==> config.mk <==
export PLATFORM = sky130hd
export DESIGN_NAME = capture_channel
export DESIGN_NICKNAME = d
export VERILOG_FILES = /design/src/source/capture_pkg.sv /design/src/source/sample_ram.sv /design/src/source/peak_finder.sv /design/src/source/capture_channel.sv
export SDC_FILE = /design/constraint.sdc
export NUM_CORES = 2
export LEC_CHECK = 0
export BUFFER_PORTS_ARGS = -buffer_cell sky130_fd_sc_hd__clkbuf_2
export CAP_MARGIN = 5
export CORE_MARGIN = 3
export CORE_UTILIZATION = 58
export CTS_BUF_LIST = sky130_fd_sc_hd__clkbuf_4
export CTS_CLUSTER_SIZE = 28
export DETAILED_ROUTE_END_ITERATION = 10
export PLACE_DENSITY = 0.74
export RECOVER_POWER = 25
export SYNTH_ARGS = -nofsm -noshare
export SYNTH_HDL_FRONTEND = slang
export SYNTH_SLANG_ARGS = --single-unit
export TNS_END_PERCENT = 20
==> constraint.sdc <==
create_clock -name sys_clk -period 4.9 [get_ports sys_clk]
set_clock_uncertainty 0.1 [all_clocks]
set_input_delay 0.245 -clock sys_clk [delete_from_list [all_inputs] [get_ports sys_clk]]
set_output_delay 0.245 -clock sys_clk [all_outputs]
set_load 0.01 [all_outputs]
==> src/source/capture_pkg.sv <==
package capture_pkg;

    // frame geometry
    localparam int NUM_CH    = 4;
    localparam int BUF_DEPTH = 256;             // samples per frame and per buffer
    localparam int FRAME_LEN = 2 * BUF_DEPTH;   // capture half + readout half

    localparam int SAMPLE_W = 8;
    localparam int ADDR_W   = $clog2(BUF_DEPTH);
    localparam int CNT_W    = $clog2(FRAME_LEN);

    typedef logic [SAMPLE_W-1:0] sample_t;  // unsigned sample
    typedef logic [ADDR_W-1:0]   addr_t;
    typedef logic [CNT_W-1:0]    frame_cnt_t;

    // write request, same for every channel
    typedef struct packed {
        logic  en;
        addr_t addr;
    } ram_wr_t;

    // read request, same for every channel
    typedef struct packed {
        logic  en;
        addr_t addr;
    } ram_rd_t;

    // one playback beat
    typedef struct packed {
        logic    valid;
        sample_t sample;
    } play_t;

    // largest sample of a frame and where it sits in the buffer
    typedef struct packed {
        sample_t value;
        addr_t   addr;
    } peak_t;

endpackage

==> src/source/sample_ram.sv <==
`timescale 1ns/100ps

module sample_ram
(
    input  logic                 sys_clk,
    input  capture_pkg::ram_wr_t wr,
    input  capture_pkg::sample_t wr_data,
    input  capture_pkg::ram_rd_t rd,
    output capture_pkg::sample_t rd_data
);

    // inferred simple dual-port storage
    capture_pkg::sample_t mem [capture_pkg::BUF_DEPTH];

    // write port
    always_ff @(posedge sys_clk)
    begin
        if (wr.en)
        begin
            mem[wr.addr] <= wr_data;
        end
    end

    // registered read port, data one cycle after the request
    always_ff @(posedge sys_clk)
    begin
        if (rd.en)
        begin
            rd_data <= mem[rd.addr];    // holds its value while rd.en is low
        end
    end

endmodule

==> src/source/peak_finder.sv <==
`timescale 1ns/100ps

module peak_finder
(
    input  logic                 sys_clk,
    input  logic                 sys_rst_n,
    input  capture_pkg::ram_rd_t rd,
    input  capture_pkg::sample_t rd_data,
    output capture_pkg::play_t   play,
    output capture_pkg::peak_t   peak,
    output logic                 peak_valid
);

    localparam capture_pkg::addr_t ADDR_FIRST =
        capture_pkg::addr_t'(capture_pkg::BUF_DEPTH - 1);   // scan starts at the top
    localparam capture_pkg::addr_t ADDR_FINAL = '0;

    capture_pkg::ram_rd_t rd_q;     // request delayed to meet rd_data
    capture_pkg::peak_t   run_max;
    capture_pkg::peak_t   next_max;
    logic                 take_new;
    logic                 scan_done;

    // read latency latch
    always_ff @(posedge sys_clk or negedge sys_rst_n)
    begin
        if (!sys_rst_n)
        begin
            rd_q <= '0;
        end
        else
        begin
            rd_q <= rd;
        end
    end

    assign play.valid  = rd_q.en;
    assign play.sample = rd_data;

    // restart on the first beat, otherwise >= so ties move to the lower address
    assign take_new  = (rd_q.addr == ADDR_FIRST) || (rd_data >= run_max.value);
    assign scan_done = rd_q.en && (rd_q.addr == ADDR_FINAL);

    always_comb
    begin
        next_max = run_max;
        if (take_new)
        begin
            next_max.value = rd_data;
            next_max.addr  = rd_q.addr;
        end
    end

    always_ff @(posedge sys_clk or negedge sys_rst_n)
    begin
        if (!sys_rst_n)
        begin
            run_max <= '0;
        end
        else if (rd_q.en)
        begin
            run_max <= next_max;
        end
    end

    // result lands one cycle after the last beat
    always_ff @(posedge sys_clk or negedge sys_rst_n)
    begin
        if (!sys_rst_n)
        begin
            peak       <= '0;
            peak_valid <= 1'b0;
        end
        else
        begin
            peak_valid <= scan_done;
            if (scan_done)
                peak <= next_max;   // includes the address 0 sample
        end
    end

endmodule

==> src/source/capture_channel.sv <==
`timescale 1ns/100ps

module capture_channel
(
    input  logic                 sys_clk,
    input  logic                 sys_rst_n,
    input  capture_pkg::ram_wr_t wr,
    input  capture_pkg::ram_rd_t rd,
    input  capture_pkg::sample_t sample,
    output capture_pkg::play_t   play,
    output capture_pkg::peak_t   peak,
    output logic                 peak_valid
);

    capture_pkg::sample_t rd_data;  // buffer output, one cycle behind rd

    // per-channel buffer, written in order during the capture window
    sample_ram u_ram
    (
        .sys_clk (sys_clk),
        .wr      (wr),
        .wr_data (sample),
        .rd      (rd),
        .rd_data (rd_data)
    );

    // reverse-order scan of the same buffer
    peak_finder u_peak
    (
        .sys_clk    (sys_clk),
        .sys_rst_n  (sys_rst_n),
        .rd         (rd),
        .rd_data    (rd_data),
        .play       (play),
        .peak       (peak),
        .peak_valid (peak_valid)
    );

endmodule

==> impl_table.tex <==
\begin{tabular}{lr}
\hline
Metric & Value \\
\hline
\multicolumn{2}{l}{\textbf{Yosys}} \\
\quad Cells after synthesis & 3,956 \\
\quad Count of different cell masters after synthesis & 67 \\
\quad Flip-flop and latch count after synthesis & 2,098 \\
\quad Total nets after synthesis & 3,992 \\
\quad Share of synthesized area occupied by flip-flops and latches & 0.767 \\
\quad Synthesis Warnings & 0 \\
\quad Post-synth EDFFs & 2,056 \\
\quad Share of flip-flops with an asynchronous set or reset after synthesis & 0.0200 \\
\quad Mapped Area & 0.0818 mm\^{}2 \\
\quad Syn Area/Cell & 20.7 um\^{}2 \\
\quad Primary FF master, synth & sky130\_fd\_sc\_hd\_\_edfxtp\_1 \\
\multicolumn{2}{l}{\textbf{Critical path}} \\
\quad Worst-case register-to-register setup slack & 1.57 ns \\
\quad Critical Path Most Common Cell & sky130\_fd\_sc\_hd\_\_o22ai\_1 \\
\quad Capturing element type of the critical path & flip-flop \\
\quad Cells traversed along the worst timing path & dlygate4sd3\_1 > clkbuf\_1 > buf\_4 > or3b\_1 > o22ai\_1 > nor4\_1 > o22ai\_1 > a211oi\_1 > a311oi\_2 \\
\quad Crit path launch type & primary input \\
\quad Slowest cell on the critical path & sky130\_fd\_sc\_hd\_\_clkbuf\_1 \\
\quad Critical path type & primary input to flip-flop \\
\quad Data arrival, critical path & 5.17 ns \\
\quad Delay of the slowest cell on the worst path & 1.58 ns \\
\quad Required time of the worst setup path & 5.82 ns \\
\quad Maximum fanout along the worst path & 27 \\
\multicolumn{2}{l}{\textbf{Timing}} \\
\quad Number of hold-slack violations in the final timing report & 0 \\
\quad Post-layout minimum cycle time & 4.25 ns \\
\quad Post-route fraction of the period consumed by the critical path & 0.867 \\
\quad Least setup slack across all paths after layout & 0.650 ns \\
\quad Transition at the pin with the smallest max-transition slack & 3.76 ns \\
\quad Setup\_tns & 0 ns \\
\quad Fin. max-slew vios & 837 \\
\quad Relative slew margins & -1.50 \\
\quad Final hold slack & 0.118 ns \\
\quad Highest Clock Rate & 0.235 GHz \\
\quad Finish-stage setup viols & 0 \\
\quad RSZ-0062 raised after global routing & no \\
\multicolumn{2}{l}{\textbf{GRT}} \\
\quad Overflow left after global routing & 0 \\
\quad Pin count of the biggest net entering global routing & 175 \\
\quad Wire length of the first global-routing pass & 290,000 um \\
\quad Global router's overall resource usage & 0.275 \\
\quad Number of antenna violations at the first check in global routing & 14 \\
\quad Number of global-route vias before repair & 43,300 \\
\multicolumn{2}{l}{\textbf{Finish}} \\
\quad Post-layout nets & 4,447 \\
\quad Fraction of layout cells with a size suffix above 1 & 0.282 \\
\quad Area Overhead vs Synth & 10.3\% \\
\quad Filler cell count in the final layout & 9,283 \\
\multicolumn{2}{l}{\textbf{Hold path}} \\
\quad Worst hold path class & primary input to flip-flop \\
\multicolumn{2}{l}{\textbf{CTS}} \\
\quad Clock tree from TritonCTS & yes \\
\quad Clock tree root buffer cell & sky130\_fd\_sc\_hd\_\_clkbuf\_4 \\
\quad Maximum root-to-sink buffer count & 4 \\
\quad Clock Sink Count & 2,098 \\
\quad Resized Gates After CTS & 0 \\
\quad Register clock-pin slew on the reported worst setup and hold paths & 0.07 ns \\
\quad Clock Latency Late Sink & 1.33 ns \\
\quad Count of buffers added by post-CTS timing repair for setup & 0 \\
\quad CTS Buf Count & 489 \\
\quad CTS Hold Buffers Added & 48 \\
\quad Number of H-tree branching levels & 5 \\
\multicolumn{2}{l}{\textbf{Outcome}} \\
\quad Violated checks & capacitance limit, slew limit \\
\quad Outcome & finished with violations \\
\multicolumn{2}{l}{\textbf{Place}} \\
\quad Worst slack at placement & 0.658 ns \\
\quad DPL Wire Length & 118,000 um \\
\quad PortBufs & 53 \\
\quad Placer's final routability congestion estimate & 0.891 \\
\multicolumn{2}{l}{\textbf{Power}} \\
\quad Total Power & 0.0352 W \\
\quad Lkg Pwr & 29.0 nW \\
\quad Total power density per cell area & 390 mW/mm\^{}2 \\
\quad Max VDD drop & 0.293 mV \\
\multicolumn{2}{l}{\textbf{Route}} \\
\quad DRC violations left & 0 \\
\quad Aggregate routed wire length & 198,000 um \\
\quad Via count & 42,800 \\
\quad Number of design-rule violations left by the first detailed-router iteration & 5,709 \\
\quad Remaining antenna violation count & 0 \\
\quad Iteration count of the initial detailed-routing pass & 8 \\
\quad Via count normalized by instance count & 6.43 \\
\quad Routed length per instance & 29.8 um \\
\multicolumn{2}{l}{\textbf{Run}} \\
\quad Max-capacitance violation count & 12 \\
\multicolumn{2}{l}{\textbf{Die}} \\
\quad Ports & 54 \\
\quad Effective utilization at floorplan & 0.585 \\
\quad Width of the die & 382 um \\
\quad Die boundary height & 382 um \\
\quad Row count & 137 \\
\quad Floorplan die area & 0.146 mm\^{}2 \\
\quad Placeable Area & 0.140 mm\^{}2 \\
\hline
\end{tabular}
Yosys cell counts, types with 3 or more instances:
master | count | area, um^2
sky130_fd_sc_hd__edfxtp_1 | 2056 | 61700
sky130_fd_sc_hd__mux4_2 | 415 | 9350
sky130_fd_sc_hd__nor2_1 | 294 | 1100
sky130_fd_sc_hd__mux2i_1 | 167 | 1670
sky130_fd_sc_hd__nand2_1 | 99 | 372
sky130_fd_sc_hd__a22oi_1 | 94 | 706
sky130_fd_sc_hd__clkbuf_1 | 92 | 345
sky130_fd_sc_hd__a21oi_1 | 79 | 395
sky130_fd_sc_hd__buf_2 | 59 | 295
sky130_fd_sc_hd__o221ai_1 | 47 | 412
sky130_fd_sc_hd__o22ai_1 | 47 | 294
sky130_fd_sc_hd__dfrtp_1 | 42 | 1050
sky130_fd_sc_hd__nand3_1 | 42 | 210
sky130_fd_sc_hd__o21ai_0 | 36 | 180
sky130_fd_sc_hd__a22o_1 | 29 | 254
sky130_fd_sc_hd__buf_4 | 29 | 218
sky130_fd_sc_hd__mux2_2 | 29 | 327
sky130_fd_sc_hd__buf_6 | 27 | 304
sky130_fd_sc_hd__a221oi_1 | 26 | 228
sky130_fd_sc_hd__nor2b_1 | 23 | 144
sky130_fd_sc_hd__nor3_1 | 23 | 115
sky130_fd_sc_hd__mux4_1 | 20 | 526
sky130_fd_sc_hd__inv_1 | 14 | 52.6
sky130_fd_sc_hd__buf_12 | 13 | 260
sky130_fd_sc_hd__nand2b_1 | 13 | 81.3
sky130_fd_sc_hd__buf_8 | 12 | 180
sky130_fd_sc_hd__o32ai_1 | 12 | 105
sky130_fd_sc_hd__nand4_1 | 11 | 68.8
sky130_fd_sc_hd__nor4_1 | 10 | 62.6
sky130_fd_sc_hd__o31ai_1 | 9 | 67.6
sky130_fd_sc_hd__ha_1 | 8 | 100
sky130_fd_sc_hd__a211oi_1 | 6 | 45.0
sky130_fd_sc_hd__buf_1 | 6 | 22.5
sky130_fd_sc_hd__nor3b_1 | 6 | 45.0
sky130_fd_sc_hd__or2_2 | 6 | 37.5
sky130_fd_sc_hd__a311oi_2 | 4 | 60.1
sky130_fd_sc_hd__o21ai_1 | 4 | 20.0
sky130_fd_sc_hd__a21o_1 | 3 | 22.5
sky130_fd_sc_hd__a31oi_1 | 3 | 18.8
sky130_fd_sc_hd__nand3b_1 | 3 | 22.5
flip-flops by register name, indices dropped and copies added (netlist names):
register,count
u_peak.run_max,16
u_peak.rd_q,8
u_peak.peak,16
u_peak.peak_valid,1
u_peak.play,1
u_ram.rd_data,8
u_ram.mem,2048
final cells by class:
class | count | area [um^2] | area share
antenna | 9 | 22.5 | 0.000249
sequential | 2098 | 62800 | 0.695
clock buffer | 708 | 5320 | 0.0589
multi-input combinational | 1600 | 17400 | 0.192
inverter | 15 | 56.3 | 0.000623
timing repair buffer | 207 | 1810 | 0.0200
tap | 1876 | 2350 | 0.0260
clock inverter | 141 | 593 | 0.00657
path summary, 6_finish.rpt:
path                                       start                  to  cells after the start
worst max-delay path                       rd[3]    u_ram.rd_data[2]                      9
max in group asynchronous              sys_rst_n     u_peak.peak[15]                      5
min in group asynchronous              sys_rst_n  u_peak.run_max[12]                      5
worst max register to register  u_ram.rd_data[0]  u_peak.run_max[15]                     10
worst min register to register    u_peak.peak[3]      u_peak.peak[3]                      2
worst min-delay path                   sample[6]    u_ram.mem[29][6]                      2
where the power goes:
| part | internal (W) | switching [W] | leakage [nW] |
|---|---|---|---|
| sequential | 0.0198 | 0.0000869 | 19.0 |
| combinational | 0.000775 | 0.00133 | 6.49 |
| clock | 0.00669 | 0.00648 | 3.53 |
placed cells by master, fill, tap and decap left out, drive strengths merged, types with 6 or more instances in the layout:
master,netlist,routed
mux2,29,29
nand2b,13,13
o31ai,9,9
nor4,10,10
dfrtp,42,42
diode,0,9
o22ai,47,47
nor2,294,294
nand3,42,42
o221ai,48,48
a22o,29,29
a22oi,94,94
edfxtp,2056,2056
a311oi,6,6
a211oi,8,8
o21ai,40,40
inv,15,21
o32ai,12,12
or2,6,6
a221oi,28,28
ha,8,8
nand2,99,99
dlygate4sd3,0,44
nor3,23,23
nor2b,23,23
mux2i,167,167
buf,146,108
nor3b,6,6
mux4,435,435
nand4,11,11
clkbuf,95,763
clkinv,0,133
a21oi,79,79
routing by layer:
| layer | share of wire | global-route usage |
|---|---|---|
| met1 | 0.37 | 0.380 |
| met2 | 0.47 | 0.418 |
| met3 | 0.12 | 0.0818 |
| met4 | 0.036 | 0.108 |
| met5 | 0.00021 | 0 |
kinds of logic after synthesis:
kind of cell,after synthesis,share of synthesized area
flops,2098,0.767
mux,631,0.145
simple gates,543,0.0288
compound gates,418,0.0367
buf+inv,258,0.0212
fa+ha+maj,8,0.00122
critical path, delay by kind of cell:
family / cells / cell delay, ns
simple gates: 2 / 1.12
compound gates: 4 / 1.17
buf+inv: 3 / 2.58
through the flow:
step                      instance area [um^2]   util  cells
after global placement                   84000  0.600   5748
final                                    90300  0.646   6654
after CTS                                90400  0.646   6645
after floorplan                          81800      -   3956
after detailed placement                 84000  0.600   5748
after global routing                     90300  0.646   6648
Power figures use the tool's default switching activity.
