$ cat src/source/capture_pkg.sv
package capture_pkg;

    // frame geometry
    localparam int NUM_CH    = 4;
    localparam int BUF_DEPTH = 256;             // samples per frame and per buffer
    localparam int FRAME_LEN = 2 * BUF_DEPTH;   // capture half + readout half

    localparam int SAMPLE_W = 8;
    localparam int ADDR_W   = $clog2(BUF_DEPTH);
    localparam int CNT_W    = $clog2(FRAME_LEN);

    typedef logic [SAMPLE_W-1:0] sample_t;  // unsigned sample
    typedef logic [ADDR_W-1:0]   addr_t;
    typedef logic [CNT_W-1:0]    frame_cnt_t;

    // write request, same for every channel
    typedef struct packed {
        logic  en;
        addr_t addr;
    } ram_wr_t;

    // read request, same for every channel
    typedef struct packed {
        logic  en;
        addr_t addr;
    } ram_rd_t;

    // one playback beat
    typedef struct packed {
        logic    valid;
        sample_t sample;
    } play_t;

    // largest sample of a frame and where it sits in the buffer
    typedef struct packed {
        sample_t value;
        addr_t   addr;
    } peak_t;

endpackage

$ cat src/source/frame_sequencer.sv
`timescale 1ns/100ps

module frame_sequencer
(
    input  logic                 sys_clk,
    input  logic                 sys_rst_n,
    output capture_pkg::ram_wr_t wr_req,
    output capture_pkg::ram_rd_t rd_req,
    output logic                 capture_window
);

    localparam capture_pkg::frame_cnt_t CNT_LAST =
        capture_pkg::frame_cnt_t'(capture_pkg::FRAME_LEN - 1);
    localparam capture_pkg::frame_cnt_t CNT_HALF =
        capture_pkg::frame_cnt_t'(capture_pkg::BUF_DEPTH);

    capture_pkg::frame_cnt_t frame_cnt;
    capture_pkg::frame_cnt_t rev_cnt;
    logic                    seq_run;   // low until the first edge after reset
    logic                    lower_half;

    always_ff @(posedge sys_clk or negedge sys_rst_n)
    begin
        if (!sys_rst_n)
        begin
            seq_run <= 1'b0;
        end
        else
        begin
            seq_run <= 1'b1;
        end
    end

    // free-running frame counter, 0 to FRAME_LEN-1
    always_ff @(posedge sys_clk or negedge sys_rst_n)
    begin
        if (!sys_rst_n)
        begin
            frame_cnt <= '0;
        end
        else if (seq_run)
        begin
            if (frame_cnt == CNT_LAST)
                frame_cnt <= '0;
            else
                frame_cnt <= frame_cnt + 1'b1;
        end
    end

    assign lower_half = (frame_cnt < CNT_HALF);
    assign rev_cnt    = CNT_LAST - frame_cnt;   // 255 down to 0 in the upper half

    always_comb
    begin
        capture_window = seq_run & lower_half;
        wr_req.en      = seq_run & lower_half;
        wr_req.addr    = frame_cnt[capture_pkg::ADDR_W-1:0];
        rd_req.en      = seq_run & ~lower_half;
        rd_req.addr    = rev_cnt[capture_pkg::ADDR_W-1:0];    // truncated to the address width
    end

endmodule

$ cat config.mk
export PLATFORM = sky130hd
export DESIGN_NAME = frame_sequencer
export DESIGN_NICKNAME = d
export VERILOG_FILES = /design/src/source/capture_pkg.sv /design/src/source/frame_sequencer.sv
export SDC_FILE = /design/constraint.sdc
export NUM_CORES = 1
export LEC_CHECK = 0
export BUFFER_PORTS_ARGS = -buffer_cell sky130_fd_sc_hd__buf_2
export CORE_AREA = 5 5 42 44
export CTS_CLUSTER_SIZE = 28
export DETAILED_ROUTE_END_ITERATION = 12
export DIE_AREA = 0 0 47 49
export PLACE_DENSITY = 0.84
export SLEW_MARGIN = 5
export SYNTH_ARGS = -nofsm -noshare
export SYNTH_HDL_FRONTEND = slang
export SYNTH_SLANG_ARGS = --single-unit
$ cat constraint.sdc
create_clock -name sys_clk -period 5.1 [get_ports sys_clk]
set_input_delay 0 -clock sys_clk [delete_from_list [all_inputs] [get_ports sys_clk]]
set_output_delay 0 -clock sys_clk [all_outputs]
set_load 0.01 [all_outputs]
==> metrics.md, run 1 <==
| Metric | Value |
|---|---|
| Status | finished, final reports clean |
| Maximum clock path buffer count | 2 |
| Tcrit/Tclk final | a little over a third |
| Die area | 0.002303 sq mm |
| Vias in the first global route | 435 |
| Layout cells sized above 1 | 32.10% |
| RR Startpoint | frame_cnt[0] |
| Core region area | 0.001401 sq mm |
| Inst Count DP | between 90 and 100 |
| CP peak stage delay | about 0.41 ns |
| # Max-Cap Violations | 0 |
| RD Place Congestion | 0.7450 |
| Buf+Inv Stages, Crit Path | 0 |
| Fin Clk Skew | 0.0007469 ns |
| Sequential area share after synthesis | 41.75% |
| Number of synthesized flops with an enable pin | 0 |
| Hpwl dp | 876.7 um |
| Number of I/O pins | 21 |
| Worst min path class | input port to async pin |
| Initial antenna violation count | 0 |
| FP Rows | 14 |
| Logic pwr share | 34.7% |
| CP arrival | 1.98 ns |
| Port bufs | 20 |
| FF-to-FF setup slack | 3.27 ns |
| Top delay family on crit path | simple AND/OR/NAND/NOR gates |
| Mapped Area | between 500 and 600 sq um |
| Sw Share | 38.70% |
| Starting DRT DRC Count | 2 |
| Most frequent CP cell | ha_1 |
| H-tree levels | 1 |
| Net Count, Synth | 71 |
| CTS Buf Count | 3 |
| Cell Count, Final, Fillers Out | between 90 and 100 |
| Max Transition Viols Final | 0 |
| Worst skew pair latency | ~0.26 ns |
| Final Hold Fails | 0 |
| Routed len/inst | between 10 and 15 um |
| Reg power frac | 42.4% |
| Vias after detailed routing | 477 |
| Setup crit start kind | flip-flop |
| Total Routed Length | ~1.2 mm |
| Setup TNS | 0 ns |
| Critical-path top delay cell | dfrtp_1 |
| Number of iterations in the first detailed-routing pass | 4 |
| DRC viols | 0 |
| First-pass GRT wire length | 1.883 mm |
| RR Endpoint | frame_cnt[6] |
| Ys Warns | 0 |
| Clock sink total | 10 |
| Fmax | 547.1 MHz |
| PD cells | 442.7 mW/mm^2 |
| Crit-path max FO | 6 |
| Syn Area/Cell | slightly above 9 sq um |
| DIE WIDTH | 47 um |
| CTS tree | done |
| Initial core utilization | 42.77% |
| Reported net switching power | 0.1188 mW |
| Cell Int Power | 0.1881 mW |
| Antenna Nets Post-Route | 0 |
| Die H | ~49 um |
| Critical path class | flip-flop to flip-flop |
| Distinct cell type count after synthesis | 26 |
| Crit path time final | 1.828 ns |
| Root buffer cell | clkbuf_4 |
| Gr usage total | approximately 11% |
| Clock transition at path regs | ~0.07 ns |
| Resized cells post-CTS | 0 |
| Clk pwr share | 22.9% |
| Leakage power | 0.3553 nW |
| Critical Path End Type | flip-flop |
| Required @ worst endpoint | 5.25 ns |
| Ys async rst share | 100.0% |
| N_diodes | 0 |
| Dominant synthesized flop cell | dfrtp_1 |
| RSZ-0062 raised after global routing | no |
| Final setup viols | 0 |
| Sequence of cells on the critical path | ha_1, nand2_1, nor3_1, ha_1, nand2b_1, nor4_1, a31o_1 |
| Syn Inst Count | 66 |
| Vias per inst | 4.918 |
| Worst vdd ir | 208.5 uV |
| Post-synthesis register bit count | 10 |
| Final net count | 87 |
| Pin count of the biggest net entering global routing | 13 |
| Worst reg-to-reg path cell count | 7 |
| Total gr overflow | 0 |
| Fillers | 150 |
| Layout area overhead | 15.66% |
power groups by stage:
stage                     combinational (mW)  clock (mW)  sequential (mW)
after floorplan                       0.0896           0            0.123
after global placement                 0.106           0            0.130
after detailed placement               0.107           0            0.132
after CTS                              0.109      0.0731            0.130
after global routing                   0.122      0.0784            0.135
final                                  0.106      0.0703            0.130
cells in the mapped netlist (3+ instances only):
library cell  number  area (sq um)
buf_4              9         67.56
or3_1              4         25.02
inv_1              9         33.78
ha_1               3         37.54
o21ai_0            7         35.03
dfrtp_1           10         250.2
nand2_1            5         18.77
per-stage QoR:
stage               cell area [sq um]  setup slack (ns)  hold slack, ns  total power [mW]  util [%]
detailed placement              646.9             3.282         -0.1278            0.2390     46.16
floorplan                       599.3             3.492         -0.2956            0.2128         -
global route                    693.2             3.066          0.1455            0.3352     49.46
CTS                             693.2             3.263          0.1324            0.3115     49.46
global placement                646.9             3.378         -0.1318            0.2357     46.16
finish                          693.2             3.272          0.1275            0.3069     49.46
how the worst max path moves through the flow:
stage / start / to / slack [ns] / depth (start not counted)
6_report: frame_cnt[0] / frame_cnt[6] / 3.27 / 7
5_1_grt: frame_cnt[0] / frame_cnt[6] / 3.07 / 7
4_1_cts: frame_cnt[0] / frame_cnt[6] / 3.26 / 7
3_5_place_dp: frame_cnt[0] / frame_cnt[6] / 3.28 / 7
3_3_place_gp: frame_cnt[0] / frame_cnt[6] / 3.38 / 7
2_1_floorplan: frame_cnt[0] / frame_cnt[6] / 3.49 / 7
cell type report:
class                           instances  area (sq um)  area share (%)
Timing Repair Buffer                   21         110.1           15.88
Sequential cell                        10         250.2           36.10
Clock buffer                            4         36.28           5.235
Multi-Input combinational cell         37         242.7           35.02
Tap cell                               16         20.02           2.888
Inverter                                9         33.78           4.874
layer usage:
| metal | vias up | track usage, % | share of wire [%] |
|---|---|---|---|
| met4 | 0 | 5.530 | 0.87 |
| li1 | 242 | - | - |
| met1 | 217 | 14.97 | 45 |
| met2 | 16 | 16.29 | 45 |
| met3 | 2 | 2.214 | 9.2 |
| met5 | - | 0 | 0 |
cells by family (layout without fill, tap and decap cells):
family | Yosys count | in the layout | share of synthesized area (%)
AND/OR/NAND/NOR | 18 | 18 | 17.12
flip-flops | 10 | 10 | 41.75
adder cells (fa/ha/maj) | 3 | 3 | 6.264
other | 1 | 1 | 0.6257
multiplexers | 1 | 1 | 1.879
AO/OA/AOI/OAI | 13 | 13 | 13.15
XOR/XNOR | 1 | 1 | 1.462
buffers and inverters | 19 | 34 | 17.74
what timing repair did:
item                                   in CTS  in global routing
buffers inserted                            0                  0
hold buffers                                1                  0
endpoints found under the hold margin      10                  0
cell usage in the layout, fill, tap and decap left out, drive strengths merged:
master	count
dlygate4sd3	1
a22oi	1
nor4	1
and2	1
nor2	1
xnor2	1
or3	4
inv	9
a21boi	1
ha	3
buf	20
nor3	1
conb	1
nand3	1
nand2	5
nand2b	1
mux2	1
nand3b	1
dfrtp	10
a31o	1
a21oi	1
o41ai	1
nand4	2
a31oi	1
clkbuf	4
o21ai	7
sequential cells by signal, indices dropped and copies added, names as in the netlist:
name       count
frame_cnt      9
seq_run        1
Power figures use the tool's default switching activity.
==> run 2, diff against run 1 <==
--- a/config.mk
+++ b/config.mk
@@ -5,12 +5,13 @@
 export SDC_FILE = /design/constraint.sdc
 export NUM_CORES = 1
 export LEC_CHECK = 0
+export ABC_AREA = 1
 export BUFFER_PORTS_ARGS = -buffer_cell sky130_fd_sc_hd__buf_2
-export CORE_AREA = 5 5 42 44
+export CORE_MARGIN = 5
+export CORE_UTILIZATION = 43
 export CTS_CLUSTER_SIZE = 28
 export DETAILED_ROUTE_END_ITERATION = 12
-export DIE_AREA = 0 0 47 49
-export PLACE_DENSITY = 0.84
+export PLACE_DENSITY = 0.83
 export SLEW_MARGIN = 5
 export SYNTH_ARGS = -nofsm -noshare
 export SYNTH_HDL_FRONTEND = slang
==> constraint.sdc (replaced) <==
create_clock -name sys_clk -period 1.6 [get_ports sys_clk]
set_input_delay 0 -clock sys_clk [delete_from_list [all_inputs] [get_ports sys_clk]]
set_output_delay 0 -clock sys_clk [all_outputs]
set_load 0.01 [all_outputs]
==> run 2 against run 1 <==
Compared with the run above:
- global-route usage grew 0.51 points
- count of clock-buffer cells in the layout is the same
- final cell count grew 24%
- maximum frequency grew 21%
- hold slack lost 0.014 ns
- final area grew 18%
- clock skew grew 0.0051 ns
- largest power group is now combinational cells
- clock power grew to 3.4 times the previous value
- total power grew to 4.1 times the previous value
- critical path type unchanged
- via count grew 18%
- first-iteration DRC count grew to 7.5 times the previous value
==> metrics.md, run 2 <==
| Metric | Value |
|---|---|
| Ys Warns | 0 (unchanged) |
| DRC viols | 0 (unchanged) |
| Fmax | 659.7 MHz (+21%) |
| H-tree levels | 1 (unchanged) |
| Vias after detailed routing | 564 (+18%) |
| Setup WS pre-CTS | -0.02986 ns (-3.312 ns) |
| Commonest non-fill, non-tap cell in the layout | buf_2 |
| Clock transition at path regs | 0.07 ns (about the same) |
| Total gr overflow | 0 (unchanged) |
| Number of I/O pins | 21 (unchanged) |
| Most common cell in the netlist | nand2_1 |
| Leading area contributor after synthesis | dfrtp_1 |
| Pin count of the biggest net entering global routing | 11 (-2) |
| Max Transition Viols Final | 0 (unchanged) |
| Mapped Area | 643.1 sq um (+7.3%) |
| Net Count, Synth | 85 (+20%) |
| RR Startpoint | frame_cnt[3] |
| Synth top area cells | dfrtp_1 39%, buf_4 11%, nand2_1 9.3% |
| Number of synthesized flops with an enable pin | 0 (unchanged) |
| RD Place Congestion | 0.7336 (-1.5%) |
| Final setup viols | 0 (unchanged) |
| Distinct cell type count after synthesis | 19 (-27%) |
| Layout cells sized above 1 | 44.23% (+12 points) |
| Largest registers | frame_cnt: 9 flops, seq_run: 1 flops |
| CTS tree | done |
| Worst vdd ir | 683.3 uV (+230%) |
| Logic pwr share | 50.1% (+15 points) |
| FP Rows | 14 (unchanged) |
| Final net count | 110 (+26%) |
| CP arrival | 1.68 ns (-0.30 ns) |
| Cell Count, Final, Fillers Out | 120 (+24%) |
| Die H | 48.68 um (-0.66%) |
| Vias in the first global route | 550 (+26%) |
| CTS Buf Count | 3 (unchanged) |
| Initial core utilization | 44.23% (+1.5 points) |
| Top cell type's share of synthesized area | 38.91% (-2.8 points) |
| Reported net switching power | 0.5141 mW (+330%) |
| DP Area | 699.4 sq um (+8.1%) |
| Commonest cells after routing, fill and taps aside | 20 x buf_2, 15 x nand2_1, 12 x inv_1, 10 x dfrtp_1, 9 x buf_4 |
| Final Hold Fails | 0 (unchanged) |
| Setup ws final | 0.08413 ns (-3.188 ns) |
| Routed len/inst | 11.89 um (-0.13%) |
| Sequential area share after synthesis | 38.91% (-2.8 points) |
| Syn Area/Cell | 8.039 sq um (-11%) |
| Post-synthesis register bit count | 10 (unchanged) |
| Antenna Nets Post-Route | 0 (unchanged) |
| Dominant synthesized flop cell | dfrtp_1 |
| RR Endpoint | frame_cnt[3] |
| Root buffer cell | clkbuf_4 |
| Clock sink total | 10 (unchanged) |
| Vias per inst | 4.700 (-4.4%) |
| Tcrit/Tclk final | 94.74% (+59 points) |
| Worst reg-to-reg path cell count | 8 (+1) |
| Leading post-synthesis cells by instance count | 16 x nand2_1, 14 x inv_1, 10 x dfrtp_1, 9 x buf_4, 7 x nor2_1 |
| Status | finished, final reports clean |
| Syn Inst Count | 80 (+21%) |
| Clk pwr share | 18.8% (-4.1 points) |
| Reg power frac | 31.1% (-11 points) |
| Die area | 0.002369 sq mm (+2.9%) |
| Core region area | 0.001454 sq mm (+3.7%) |
| Critical Path End Type | flip-flop |
| Max FFs per register | 9 (unchanged) |
| Crit-path max FO | 5 (-1) |
| Layout area overhead | 26.85% |
| DIE WIDTH | 48.68 um (+3.6%) |
| Critical path class | flip-flop to flip-flop |
| Crit path time final | 1.516 ns (-0.3120 ns) |
| Worst skew pair latency | 0.27 ns (about the same) |
| Design area | 815.8 sq um (+18%) |
| Maximum clock path buffer count | 2 (unchanged) |
| Total Routed Length | 1.427 mm (+24%) |
| Final core utilization | 56.11% (+6.6 points) |
| Required @ worst endpoint | 1.76 ns (-3.49 ns) |
| Hpwl dp | 1.027 mm (+17%) |
| PD cells | 1542 mW/mm^2 (+250%) |
| # Max-Cap Violations | 0 (unchanged) |
| Setup crit start kind | flip-flop |
| First-pass GRT wire length | 2.173 mm (+15%) |
| Cell Int Power | 0.7435 mW (+300%) |
| N_diodes | 0 (unchanged) |
| Starting DRT DRC Count | 15 (+13) |
| Sw Share | 40.88% (+2.2 points) |
| Most flop-heavy register | frame_cnt |
| Ys async rst share | 100.0% (unchanged) |
| Leakage power | 0.4842 nW (+36%) |
| Number of iterations in the first detailed-routing pass | 4 (unchanged) |
| Worst min path class | input port to async pin |
| FF-to-FF setup slack | 0.08 ns (-3.19 ns) |
| Initial antenna violation count | 0 (unchanged) |
| Fin Clk Skew | 0.005823 ns (+0.005076 ns) |
| Gr usage total | 11.60% (+0.51 points) |
| Port bufs | 20 (unchanged) |
| Inst Count DP | 108 (+17%) |
## run 2: cell count changes after synthesis, moves of 3 or more
cell | previous run | this run
nor2_1 | 1 | 7
o21ai_0 | 7 | 2
nor2_4 | 0 | 3
inv_1 | 9 | 14
or3_1 | 4 | 0
nand2_1 | 5 | 16
a21oi_1 | 1 | 6
## run 2: cells by family (layout without fill, tap and decap cells)
kind of cell    Yosys count  after routing  synth area share (%)
compound gates            8              8                 6.226
fa+ha+maj                 3              3                 5.837
buf+inv                  25             49                 21.01
flops                    10             10                 38.91
other cells               1              1                0.5831
simple gates             33             33                 27.43
## run 2: power groups by stage
stage | sequential (mW) | combinational [mW] | clock [mW]
2_1_floorplan | 0.399 | 0.392 | 0
3_3_place_gp | 0.401 | 0.479 | 0
3_5_place_dp | 0.409 | 0.491 | 0
4_1_cts | 0.397 | 0.525 | 0.241
5_1_grt | 0.401 | 0.692 | 0.256
6_report | 0.391 | 0.630 | 0.237
## run 2: critical path: stages (launching register included)
cell and delay [ns]:
dfrtp_1 0.40, nand2_2 0.10, nor2_4 0.13, inv_2 0.07, nor4_4 0.25, ha_2 0.23
nand2_2 0.09, o21ai_0 0.10, nor2_1 0.05
## run 2: area by class of cell
type	instances	area [sq um]
fillers	129	638.1
multi-input cells	45	275.3
flip-flops and latches	10	250.2
repair buffers	30	177.7
inverters	15	56.30
clock buffers	4	36.28
well taps	16	20.02
## run 2: how the worst max path moves through the flow
stage	cells past startpoint	start	slack [ns]	endpoint
final	8	frame_cnt[3]	0.08	frame_cnt[3]
after global routing	8	frame_cnt[3]	-0.03	frame_cnt[3]
after CTS	7	frame_cnt[0]	0.05	frame_cnt[5]
after detailed placement	7	frame_cnt[1]	-0.03	frame_cnt[5]
after global placement	7	frame_cnt[1]	0.11	frame_cnt[5]
after floorplan	7	frame_cnt[0]	0.15	frame_cnt[5]
## run 2: metrics by stage
| stage | hold WS, ns | TNS, ns | power (mW) |
|---|---|---|---|
| floorplan | -0.2956 | 0 | 0.7909 |
| global placement | -0.1287 | 0 | 0.8795 |
| detailed placement | -0.1262 | -0.08560 | 0.9004 |
| CTS | 0.1197 | 0 | 1.163 |
| global route | 0.1324 | -0.1221 | 1.349 |
| finish | 0.1131 | 0 | 1.258 |
## run 2: routing by layer
metal	GRT usage, %	up-vias	part of all wire (%)
li1	-	279	-
met1	12.74	263	42
met2	19.13	16	50
met3	3.988	6	5.7
met4	6.726	0	2.1
met5	0	-	0
## run 2: what timing repair did
| action | CTS | global route |
|---|---|---|
| hold buffers | 1 | 0 |
| hold endpoints to repair | 10 | 0 |
| pin swaps | 0 | 3 |
| resized for setup | 1 | 6 |
| setup endpoints to repair | 6 | 6 |
| buffers inserted | 1 | 6 |
